### config.mk
export PLATFORM = sky130hd
export DESIGN_NAME = accel_top
export DESIGN_NICKNAME = d
export VERILOG_FILES = /design/src/logic/accel_pkg.sv /design/src/logic/cu_result_if.sv /design/src/logic/cu_stream_if.sv /design/src/logic/accel_top.sv /design/src/logic/compute_unit.sv /design/src/logic/done_control.sv /design/src/logic/job_dispatcher.sv /design/src/logic/result_collector.sv /design/src/logic/soft_reset_control.sv
export SDC_FILE = /design/constraint.sdc
export NUM_CORES = 2
export LEC_CHECK = 0
export BUFFER_PORTS_ARGS = -buffer_cell sky130_fd_sc_hd__buf_2
export CAP_MARGIN = 5
export CORE_MARGIN = 4
export CORE_UTILIZATION = 50
export DETAILED_ROUTE_END_ITERATION = 8
export HOLD_SLACK_MARGIN = 0.08
export MAX_ROUTING_LAYER = met4
export PLACE_DENSITY = 0.69
export SKIP_LAST_GASP = 1
export SLEW_MARGIN = 40
export SYNTH_ARGS = -nofsm -noshare
export SYNTH_HDL_FRONTEND = slang
export SYNTH_SLANG_ARGS = --single-unit
### constraint.sdc
create_clock -name clock -period 9.2 [get_ports clock]
set_input_delay 1.38 -clock clock [delete_from_list [all_inputs] [get_ports clock]]
set_output_delay 1.38 -clock clock [all_outputs]
set_load 0.005 [all_outputs]
### src/logic/accel_pkg.sv
// Shared sizes and types for the stream-reduction accelerator
// N_CU may range from 2 to 16; lanes_used is only 8 bits wide
// The return word is one 64-bit union, so sum and parity share no other storage

package accel_pkg;

	////////////////////////////////////////
	// Sizes
	////////////////////////////////////////

	// Compute unit count
	localparam int N_CU = 4;
	// Lane index width
	localparam int LANE_BITS = $clog2(N_CU);
	// Soft reset low time in cycles
	localparam int SOFT_RESET_CYCLES = 4;

	////////////////////////////////////////
	// Types
	////////////////////////////////////////

	// Done FSM states
	typedef enum logic [2:0] {
		DONE_RESET,
		DONE_IDLE,
		DONE_RESET_REQ,
		DONE_RESET_PENDING,
		DONE_MMIO_REQ
	} done_state;

	// Per-job response statistics, 40 bits
	typedef struct packed {
		logic [31:0] words_total;
		logic [7:0]  lanes_used;
	} response_stats_t;

	// Return word, written by field and read raw
	typedef union packed {
		logic [63:0] raw;
		struct packed {
			// Sum of all words mod 2^32
			logic [31:0] sum;
			// XOR of all words
			logic [31:0] parity;
		} fields;
	} cu_return_u;

endpackage

### src/logic/cu_result_if.sv
// Result of one compute unit toward the collector
// done stays high from the cycle after finish until soft reset
// The collector only reads these signals
`timescale 1ns/1ns

interface cu_result_if;

	// Lane finished its share of the job
	logic        done;
	// Running sum mod 2^32
	logic [31:0] sum;
	// Running XOR
	logic [31:0] parity;
	// Words taken by this lane
	logic [31:0] count;

	modport unit (
		output done,
		output sum,
		output parity,
		output count
	);

	modport collector (
		input done,
		input sum,
		input parity,
		input count
	);

endinterface

### src/logic/cu_stream_if.sv
// Word stream from the dispatcher to one compute unit
// A word moves when valid and ready are both high
// finish is a one-cycle end-of-job pulse, sent after the last word
`timescale 1ns/1ns

interface cu_stream_if;

	// Word qualifier from the dispatcher
	logic        valid;
	// Low while the unit is in soft reset or finished
	logic        ready;
	logic [31:0] data;
	// End of job mark
	logic        finish;

	modport dispatcher (
		output valid,
		output data,
		output finish,
		input  ready
	);

	modport unit (
		input  valid,
		input  data,
		input  finish,
		output ready
	);

endinterface

### src/logic/accel_top.sv
// Stream-reduction accelerator top level
// One job between the first word and result_ack; no jobs overlap
// in_ready drops after in_last until the lanes are cleared by soft reset
// result_word, stat_words and stat_lanes are stable while result_valid is high
`timescale 1ns/1ns

module accel_top (
	input  logic        clock,
	input  logic        rstn,
	input  logic        enabled_in,
	input  logic        in_valid,
	input  logic [31:0] in_data,
	input  logic        in_last,
	input  logic        result_ack,
	output logic        in_ready,
	output logic        result_valid,
	output logic [63:0] result_word,
	output logic [31:0] stat_words,
	output logic [7:0]  stat_lanes
);
	import accel_pkg::*;

	// Lane links
	cu_stream_if stream_if [N_CU] ();
	cu_result_if result_if [N_CU] ();

	logic [31:0]     words_total;
	logic            all_done;
	logic            reset_done;
	logic            soft_rstn;
	cu_return_u      cu_return;
	response_stats_t collected_stats;
	response_stats_t report_stats;

	////////////////////////////////////////
	// Datapath
	////////////////////////////////////////

	job_dispatcher dispatcher_i (
		.clock       (clock),
		.rstn        (rstn),
		.in_valid    (in_valid),
		.in_data     (in_data),
		.in_last     (in_last),
		.in_ready    (in_ready),
		.lanes       (stream_if),
		.words_total (words_total)
	);

	for (genvar i = 0; i < N_CU; i++) begin : g_cu
		compute_unit cu_i (
			.clock     (clock),
			.rstn      (rstn),
			.soft_rstn (soft_rstn),
			.stream    (stream_if[i]),
			.result    (result_if[i])
		);
	end

	result_collector collector_i (
		.lanes               (result_if),
		.words_total         (words_total),
		.all_done            (all_done),
		.cu_return           (cu_return),
		.response_statistics (collected_stats)
	);

	////////////////////////////////////////
	// Control
	////////////////////////////////////////

	done_control done_i (
		.clock                      (clock),
		.rstn                       (rstn),
		.soft_rstn                  (soft_rstn),
		.enabled_in                 (enabled_in),
		.cu_return                  (cu_return),
		.response_statistics        (collected_stats),
		.cu_done                    (all_done),
		.cu_return_done_ack         (result_ack),
		.reset_done                 (reset_done),
		.cu_return_done_valid       (result_valid),
		.cu_return_done             (result_word),
		.report_response_statistics (report_stats)
	);

	soft_reset_control soft_reset_i (
		.clock      (clock),
		.rstn       (rstn),
		.reset_done (reset_done),
		.soft_rstn  (soft_rstn)
	);

	// Statistics out as plain ports
	assign stat_words = report_stats.words_total;
	assign stat_lanes = report_stats.lanes_used;

endmodule

### src/logic/compute_unit.sv
// One reduction lane: running sum, running XOR and word count
// soft_rstn low clears every register and holds ready low
// After finish the lane stays done and refuses words until soft reset
`timescale 1ns/1ns

module compute_unit (
	input  logic     clock,
	input  logic     rstn,
	input  logic     soft_rstn,
	cu_stream_if.unit stream,
	cu_result_if.unit result
);

	logic        done_q;
	logic [31:0] sum_q;
	logic [31:0] parity_q;
	logic [31:0] count_q;
	logic        take;

	// Busy in soft reset or once finished
	assign stream.ready = soft_rstn && !done_q;
	assign take         = stream.valid && stream.ready;

	////////////////////////////////////////
	// Accumulators
	////////////////////////////////////////

	always_ff @(posedge clock or negedge rstn) begin
		if (!rstn) begin
			done_q   <= 1'b0;
			sum_q    <= '0;
			parity_q <= '0;
			count_q  <= '0;
		end else if (!soft_rstn) begin
			// Soft reset wipes the job
			done_q   <= 1'b0;
			sum_q    <= '0;
			parity_q <= '0;
			count_q  <= '0;
		end else begin
			if (take) begin
				sum_q    <= sum_q + stream.data;
				parity_q <= parity_q ^ stream.data;
				count_q  <= count_q + 32'd1;
			end
			// Done one cycle after finish
			if (stream.finish)
				done_q <= 1'b1;
		end
	end

	// Result view
	assign result.done   = done_q;
	assign result.sum    = sum_q;
	assign result.parity = parity_q;
	assign result.count  = count_q;

endmodule

### src/logic/done_control.sv
// Done FSM: latch results, request a soft reset, wait for it, present results
// State only advances while enabled_in (registered once) is high
// Result outputs are valid only while cu_return_done_valid is high
// Payload registers clear in DONE_RESET, not through rstn
`timescale 1ns/1ns

module done_control (
	input  logic                       clock,
	input  logic                       rstn,
	input  logic                       soft_rstn,
	input  logic                       enabled_in,
	input  accel_pkg::cu_return_u      cu_return,
	input  accel_pkg::response_stats_t response_statistics,
	input  logic                       cu_done,
	input  logic                       cu_return_done_ack,
	output logic                       reset_done,
	output logic                       cu_return_done_valid,
	output logic [63:0]                cu_return_done,
	output accel_pkg::response_stats_t report_response_statistics
);
	import accel_pkg::*;

	done_state       current_state;
	done_state       next_state;
	done_state       state_d;
	logic            enabled;
	logic            sync_meta;
	logic            sync_q;
	logic            done_soft_rstn;
	logic [63:0]     return_latched;
	response_stats_t stats_latched;

	////////////////////////////////////////
	// Soft reset release detect
	////////////////////////////////////////

	// Two flops, then a sticky edge flag
	always_ff @(posedge clock or negedge rstn) begin
		if (!rstn) begin
			sync_meta      <= 1'b1;
			sync_q         <= 1'b1;
			done_soft_rstn <= 1'b0;
		end else begin
			sync_meta <= soft_rstn;
			sync_q    <= sync_meta;
			// Kept until the FSM is back in idle, so disabled cycles cannot lose it
			done_soft_rstn <= (!sync_q && sync_meta)
				|| (done_soft_rstn && current_state != DONE_IDLE);
		end
	end

	////////////////////////////////////////
	// Enable and state register
	////////////////////////////////////////

	always_ff @(posedge clock or negedge rstn) begin
		if (!rstn)
			enabled <= 1'b0;
		else
			enabled <= enabled_in;
	end

	// Hold the state while disabled
	assign state_d = enabled ? next_state : current_state;

	always_ff @(posedge clock or negedge rstn) begin
		if (!rstn) begin
			current_state        <= DONE_RESET;
			reset_done           <= 1'b1;
			cu_return_done_valid <= 1'b0;
		end else begin
			current_state        <= state_d;
			// One cycle low after DONE_RESET_REQ
			reset_done           <= (current_state != DONE_RESET_REQ);
			// Tracks DONE_MMIO_REQ, drops the cycle after ack
			cu_return_done_valid <= (state_d == DONE_MMIO_REQ);
		end
	end

	always_comb begin
		next_state = current_state;
		case (current_state)
			DONE_RESET:
				next_state = DONE_IDLE;
			DONE_IDLE:
				if (cu_done)
					next_state = DONE_RESET_REQ;
			DONE_RESET_REQ:
				next_state = DONE_RESET_PENDING;
			DONE_RESET_PENDING:
				if (done_soft_rstn)
					next_state = DONE_MMIO_REQ;
			DONE_MMIO_REQ:
				if (cu_return_done_ack)
					next_state = DONE_IDLE;
			default:
				next_state = DONE_RESET;
		endcase
	end

	////////////////////////////////////////
	// Result latching
	////////////////////////////////////////

	always_ff @(posedge clock) begin
		case (current_state)
			DONE_RESET: begin
				return_latched             <= '0;
				stats_latched              <= '0;
				cu_return_done             <= '0;
				report_response_statistics <= '0;
			end
			DONE_IDLE: begin
				// Track lanes until they are all done
				return_latched             <= cu_return.raw;
				stats_latched              <= response_statistics;
				cu_return_done             <= '0;
				report_response_statistics <= '0;
			end
			DONE_RESET_PENDING, DONE_MMIO_REQ: begin
				// Loaded ahead of valid so data is settled when it rises
				cu_return_done             <= return_latched;
				report_response_statistics <= stats_latched;
			end
			default: begin
				cu_return_done             <= cu_return_done;
				report_response_statistics <= report_response_statistics;
			end
		endcase
	end

endmodule

### src/logic/job_dispatcher.sv
// Round-robin word dispatch to the compute units
// One job at a time; every job starts again at lane 0
// in_ready rises only once all lanes have gone busy and come back ready
// words_total restarts at the first word of the next job
`timescale 1ns/1ns

module job_dispatcher (
	input  logic                   clock,
	input  logic                   rstn,
	input  logic                   in_valid,
	input  logic [31:0]            in_data,
	input  logic                   in_last,
	output logic                   in_ready,
	cu_stream_if.dispatcher        lanes [accel_pkg::N_CU],
	output logic [31:0]            words_total
);
	import accel_pkg::*;

	logic [LANE_BITS-1:0] lane_ptr;
	logic [N_CU-1:0]      lane_ready;
	logic                 all_ready;
	logic                 accept;
	logic                 last_accept;
	logic                 armed;
	logic                 blocked;
	logic                 busy_seen;
	logic                 job_open;
	logic                 finish_q;

	////////////////////////////////////////
	// Lane fan-out
	////////////////////////////////////////

	for (genvar i = 0; i < N_CU; i++) begin : g_lane
		// Only the addressed lane sees the word
		assign lanes[i].valid  = accept && (lane_ptr == LANE_BITS'(i));
		assign lanes[i].data   = in_data;
		assign lanes[i].finish = finish_q;
		assign lane_ready[i]   = lanes[i].ready;
	end

	assign all_ready   = &lane_ready;
	// Held off right after reset, after the last word, and while any lane is busy
	assign in_ready    = armed && !blocked && all_ready;
	assign accept      = in_valid && in_ready;
	assign last_accept = accept && in_last;

	////////////////////////////////////////
	// Pointer, counters and job blocking
	////////////////////////////////////////

	always_ff @(posedge clock or negedge rstn) begin
		if (!rstn) begin
			armed       <= 1'b0;
			blocked     <= 1'b0;
			busy_seen   <= 1'b0;
			job_open    <= 1'b0;
			finish_q    <= 1'b0;
			lane_ptr    <= '0;
			words_total <= '0;
		end else begin
			armed    <= 1'b1;
			// finish follows the last word by one cycle
			finish_q <= last_accept;

			if (accept) begin
				// First word of a job restarts the count
				words_total <= job_open ? words_total + 32'd1 : 32'd1;
				job_open    <= !in_last;
				if (in_last || lane_ptr == LANE_BITS'(N_CU - 1))
					lane_ptr <= '0;
				else
					lane_ptr <= lane_ptr + 1'b1;
			end

			// Block until lanes drop ready, then come back after soft reset
			if (last_accept)
				blocked <= 1'b1;
			else if (blocked && busy_seen && all_ready)
				blocked <= 1'b0;

			if (blocked && !all_ready)
				busy_seen <= 1'b1;
			else if (!blocked)
				busy_seen <= 1'b0;
		end
	end

endmodule

### src/logic/result_collector.sv
// Merges the lane results into the return word and statistics
// Purely combinational; values are final only while all_done is high
// lanes_used counts lanes with a non-zero word count
`timescale 1ns/1ns

module result_collector (
	cu_result_if.collector               lanes [accel_pkg::N_CU],
	input  logic [31:0]                  words_total,
	output logic                         all_done,
	output accel_pkg::cu_return_u        cu_return,
	output accel_pkg::response_stats_t   response_statistics
);
	import accel_pkg::*;

	logic [N_CU-1:0] lane_done;
	logic [N_CU-1:0] lane_active;
	logic [31:0]     lane_sum    [N_CU];
	logic [31:0]     lane_parity [N_CU];

	// Flatten the interface array
	for (genvar i = 0; i < N_CU; i++) begin : g_lane
		assign lane_done[i]   = lanes[i].done;
		assign lane_active[i] = |lanes[i].count;
		assign lane_sum[i]    = lanes[i].sum;
		assign lane_parity[i] = lanes[i].parity;
	end

	// Every lane must have finished
	assign all_done = &lane_done;

	////////////////////////////////////////
	// Reduction
	////////////////////////////////////////

	always_comb begin
		cu_return.fields.sum                = '0;
		cu_return.fields.parity             = '0;
		response_statistics.lanes_used      = '0;
		// Word count comes from the dispatcher
		response_statistics.words_total     = words_total;
		for (int i = 0; i < N_CU; i++) begin
			cu_return.fields.sum           = cu_return.fields.sum + lane_sum[i];
			cu_return.fields.parity        = cu_return.fields.parity ^ lane_parity[i];
			response_statistics.lanes_used = response_statistics.lanes_used
				+ 8'(lane_active[i]);
		end
	end

endmodule

### src/logic/soft_reset_control.sv
// Turns a falling reset_done into a timed soft reset
// soft_rstn is low for exactly SOFT_RESET_CYCLES cycles
// A new request while the counter runs restarts it
`timescale 1ns/1ns

module soft_reset_control (
	input  logic clock,
	input  logic rstn,
	input  logic reset_done,
	output logic soft_rstn
);
	import accel_pkg::*;

	logic [$clog2(SOFT_RESET_CYCLES + 1)-1:0] count_q;
	logic                                     reset_done_q;
	logic                                     request;

	// Falling edge of the request line
	assign request = reset_done_q && !reset_done;

	always_ff @(posedge clock or negedge rstn) begin
		if (!rstn) begin
			reset_done_q <= 1'b1;
			count_q      <= '0;
		end else begin
			reset_done_q <= reset_done;
			if (request)
				count_q <= SOFT_RESET_CYCLES[$clog2(SOFT_RESET_CYCLES + 1)-1:0];
			else if (count_q != '0)
				count_q <= count_q - 1'b1;
		end
	end

	// Low while counting
	assign soft_rstn = (count_q == '0);

endmodule
# Word level (Yosys, flattened, before mapping)
# Cells that the tools add are included.
# word_totals
ff_bits,645
latch_bits,0
ramBits,0
mem_bits_ro,0
input_bits,38
out_inout_bits,106
wordCells,159
mem_count,0
# op_classes
addsub,17
multipliers,0
div_mod_pow,0
n_lt_le_gt_ge,0
n_eq_ne,16
n_shift,0
muxes,43
bitwise,7
reduce_logical,41
# op_table
cell,n
two-way mux 32 bit,25
one-hot mux 64 bit (2 select lines),2
adder 32 bit,7
bitwise XOR 32 bit,7
"adder 32 x 1 -> 32 bit, second input constant",5
one-hot mux 40 bit (2 select lines),2
OR reduction 32 bit,4
logical AND 1 bit,19
two-way mux 3 bit,6
adder 8 x 1 -> 8 bit,2
one-hot mux 3 bit (5 select lines),1
"inequality test 2 bit, second input constant",6
nonzero test 2 bit,4
"equality test 3 x 2 -> 1 bit, second input constant",2
"equality test 3 bit, second input constant",2
logical NOT 1 bit,6
logical NOT 3 bit,2
two-way mux 1 bit,6
"equality test 2 bit, second input constant",2
OR reduction 2 bit,2
"equality test 3 x 1 -> 1 bit, second input constant",1
"inequality test 3 x 1 -> 1 bit, second input constant",1
"inequality test 3 x 2 -> 1 bit, second input constant",1
nonzero test 3 bit,1
other kinds (7),8

# Longest topological paths before layout
# depth
depth_word,8
ltp_mapped,16
depth_no_buf,16

# Hierarchy
# Synthesis repeated with hierarchy kept, for this count alone.
# unflattened
hier_cells,4037
hier_area_um2,39808.2
# modules_own_cells
module,n_inst,cells_each,area_per_inst_um2,seq_area_each_um2
compute_unit at g_cu[1].cu_i ...,2,659,6068.3,2427.3
done_control,1,476,8085.3,6475.0
compute_unit at g_cu[3].cu_i,1,621,5680.4,2427.3
compute_unit at g_cu[0].cu_i,1,614,5631.7,2427.3
result_collector,1,630,4909.7,0.0
job_dispatcher,1,360,3161.8,975.9
soft_reset_control,1,18,202.7,101.3

# Worst setup path before layout
# OpenSTA, ideal clock, no wires.
# synth_timing
path_type,register to register
start,register done_i.current_state[2]
end,"register done_i.cu_return_done[0], enable pin"
setup_ns,0.598
arrival_time_ns,5.570
t_required_ns,8.602
path_slack_ns,3.032
stages_incl_launch_ff,3
n_path_buf,1
period_less_slack_ns,6.168
cell_sequence,dfrtp_1 clkbuf_1 mux2i_1
# synth_between
elab_chain_len,3
word_cells_on_any_way,7
cone_classes,3 x eq/ne; 4 x reduce/logical
# synth_lines
element,line,source
"start, declared",done_control.sv:23,done_state current_state;
"start signal, assigned",done_control.sv:72,current_state <= state_d;
equality test 3 x 1 -> 1 bit (tied with other cells),done_control.sv:106,case (current_state)
OR reduction 2 bit (on tied branches),n/a,
nonzero test 2 bit (no source line) *,n/a,
"end signal, assigned",done_control.sv:122,cu_return_done <= return_latched;
"end signal, assigned",done_control.sv:126,cu_return_done <= cu_return_done;
"end, declared",done_control.sv:18,"output logic [63:0] cu_return_done,"
# Every way passes the cells marked *; elsewhere a longest branch is shown, timed or not.
# A chain may end at the register's enable or synchronous reset.

# Final worst setup path
# layout_timing
start,register g_cu[2].cu_i.sum_q[1]
end,"register done_i.return_latched[62], data pin"
# layout_between
elab_chain_len,3
# layout_lines
element,line,source
"start, declared",compute_unit.sv:15,logic [31:0] sum_q;
"start signal, assigned",compute_unit.sv:42,sum_q <= sum_q + stream.data;
adder 32 bit (2 in series),result_collector.sv:42,cu_return.fields.sum = cu_return.fields.sum + lane_sum[i];
one-hot mux 64 bit (2 select lines),done_control.sv:106,
"end signal, assigned",done_control.sv:115,return_latched <= cu_return.raw;
"end, declared",done_control.sv:30,logic [63:0] return_latched;
# No other way between the ends.

==> flow_summary.toml <==
[timing]
hold_viol_final = 0
rsz0062_at_grt = "no"
min_period_ns = 4.57
max_slew_margin_pct = 44.1
fmax_mhz = 219
drv_slew = 0
setup_violations = 0
finClkSkew_ns = 0.0294
worst_pin_slew_ns = 0.837
timing.final.crit_share_pct = 49.7
finalSetupTns_ns = 0

[worst_setup_path]
cp.required_ns = 9.58
critPathTopFamily = "compound AO/OA/AOI/OAI gates"
critical_path_class = "reg -> reg"
slowest_delay_ns = 0.69
cp_data_arrival_time_ns = 4.95
critical_path.max_fanout = 3
start_kind = "register"
cp_num_buf_inv = 2
cp-end-kind = "register"
worstSetupStartpoint = "g_cu[2].cu_i.result.sum[1]"
crit_chain = "inv_1 -> fa_1 -> inv_1 -> fa_1 -> ha_1 -> a21oi_1 -> nor2_1 -> o31ai_1 -> a31oi_1 -> o41ai_1 -> o21ai_1 -> a311oi_1 -> a21oi_1 -> xnor2_1 -> nor2_1"
rr_startpoint = "g_cu[2].cu_i.result.sum[1]"
slowest_stage = "o41ai_1"

[synthesis]
syn_inst = 3717
netlist_area_sq_um = 36600
async_flop_share_pct = 68.8
synth_top_area_share_pct = 29.6
ys_seq_area_share_pct = 46.1
synth_seq_cells = 635
synth.distinct_cells = 96
synth_area_per_cell_sq_um = 9.85
synth_ff_type = "dfrtp_1"
yosys_warnings = 0
synth_top_cell_by_area = "dfrtp_1"
synth-edff-count = 198
synthTopCellsByArea = "dfrtp_1 30%, edfxtp_1 16%, xor2_1 7.0%"

[drt]
drcViolationCount = 0
wl_per_cell_um = 17.5
drtIter0Drc = 1780
drtPass1Iterations = 5
via_per_inst = 5.46
via_count = 26400
wirelength_mm = 84.6
ant_nets = 0

[grt]
grt_usage_pct = 22.7
grt_pass1_vias = 26600
grt_pass1_wl_mm = 140
antenna_found_initial = 1
grt_overflow_total = 0
grt_max_degree = 100

[hold_path]
hp-class = "reg -> reg"
hp-start = "done_i.sync_meta"

[place]
place_area_sq_um = 38300
dp_hpwl_mm = 58.1
numPortBuffers = 138
place_congestion = 0.907

[floorplan]
io_pins = 144
die_x_um = 279
core_area_sq_um = 72000
row_count = 98
initial_core_util_pct = 50.9
dieArea_sq_um = 77600
die_h_um = 279

[status]
status = "completed"

[layout]
nNetsFinal = 4105
drive_above_1_share_pct = 8.83
final_area_sq_um = 40800
final_util_pct = 56.7
layout_commonest_cell = "dfrtp_1"
areaGrowthSynthToFinish_pct = 11.4
mostFrequentLayoutCells = "433 x dfrtp_1, 421 x nor2_1, 311 x nand2_1"

[power]
vdd_drop_max_mv = 0.120
power_density_nw_per_um2 = 181
p_leak_nw = 18.3

[clock_tree]
cts_root_buffer = "clkbuf_16"
cts_max_level = 3
clk_path_buf_depth = 3
cts_resized = 0
clkSinkCount = 635
worstSkewPairLatency_ns = 0.63
post_cts_buffers = 0
cts_tree = "done"
path_clk_slew_ns = 0.06
numCtsBuffers = 72
ctsHoldBuffers = 0

[run]
drv_cap = 0
## path summary, 6_finish.rpt
kind,end,slack (ns),depth (start not counted)
setup / recovery,done_i.return_latched[62],4.63,15
hold / removal,done_i.sync_q,0.37,0
setup reg to reg,done_i.return_latched[62],4.63,15
hold reg to reg,done_i.sync_q,0.37,0
max in group asynchronous,g_cu[0].cu_i.result.count[18],6.76,3
min in group asynchronous,g_cu[2].cu_i.result.parity[14],0.73,1
## state kept, by name, indices dropped and copies added, names as in the netlist, 2 cells and up
| signal | cells |
|---|---|
| done_i.current_state | 3 |
| done_i.stats_latched | 35 |
| g_cu.cu_i.result.parity | 128 |
| g_cu.cu_i.result.count | 128 |
| g_cu.cu_i.result.sum | 128 |
| soft_reset_i.count_q | 3 |
| done_i.cu_return_done | 64 |
| done_i.return_latched | 64 |
| done_i.report_response_statistics | 35 |
| dispatcher_i.words_total | 32 |
| dispatcher_i.lane_ptr | 2 |
## report_power, final
part	switching (mW)	internal [mW]	total, mW
Clock	1.21	1.80	3.01
Combinational	0.776	0.282	1.06
Sequential	0.109	3.20	3.31
Total	2.09	5.28	7.38
## layer usage
layer / vias to the layer above / track usage, % / share of wire, %
li1: 12900 / - / -
met1: 12800 / 30.5 / 46
met2: 572 / 36.9 / 48
met3: 125 / 2.89 / 4.6
met4: 0 / 5.99 / 2.1
met5: - / - / 0
## worst reg2reg max path: stages, from the launching register on
cell	delay, ns
dfrtp_1	0.39
inv_1	0.09
fa_1	0.53
inv_1	0.05
fa_1	0.40
ha_1	0.30
a21oi_1	0.21
nor2_1	0.10
o31ai_1	0.38
a31oi_1	0.18
o41ai_1	0.69
o21ai_1	0.26
a311oi_1	0.40
a21oi_1	0.14
xnor2_1	0.15
nor2_1	0.05
## kinds of logic (layout without fill, tap and decap cells)
logic type | count (synthesis) | in the layout | synth area share [%]
and+or+nand+nor | 1356 | 1356 | 17.8
AOI/OAI and AO/OA | 647 | 647 | 11.2
DFF | 635 | 635 | 46.1
xor gates and xnor gates | 478 | 478 | 11.4
buffers and inverters | 358 | 523 | 3.77
adders and majority gates | 239 | 239 | 9.54
other | 2 | 8 | 0.0205
muxes | 2 | 2 | 0.0547
## synth_stat cells, types with 4 or more instances
cell type,instances
nand4_1,38
or4_1,7
nor3_1,25
buf_1,11
nor2_1,423
a311oi_1,4
dfstp_2,4
nor4b_1,4
xor2_1,292
and4_1,14
nor4_1,26
o21bai_1,24
dfrtp_1,433
o211ai_1,5
a2111oi_0,4
a31oi_1,17
and3_1,50
o21ai_2,4
nand3_1,192
o21ai_0,199
nor2b_1,20
xnor2_1,186
nand2b_1,19
or3_1,39
o31ai_1,30
fa_1,67
a211oi_1,19
o21ai_1,16
clkbuf_1,110
nand2_1,314
buf_2,4
buf_4,8
inv_1,224
nor2_2,5
a21oi_1,155
a21o_1,91
and2_1,144
o21a_1,20
edfxtp_1,198
o211a_1,4
ha_1,172
## area by class of cell
class	instances	area, sq um
Clock buffer	95	2000
Clock inverter	37	484
Fill cell	6228	31200
Multi-Input combinational cell	2728	18400
Tap cell	950	1190
Antenna cell	2	5.00
Inverter	225	846
Timing Repair Buffer	166	966
Sequential cell	635	16900
## metrics by stage
step	power, mW	hold WS (ns)	std cells	setup slack (ns)
3_3_place_gp	4.40	0.358	4702	4.57
5_1_grt	7.72	0.372	4837	4.36
6_report	7.38	0.369	4838	4.63
3_5_place_dp	4.44	0.359	4704	4.50
4_1_cts	7.47	0.371	4836	4.57
2_1_floorplan	4.00	0.354	3721	3.03
(Power assumes the default switching activity.)
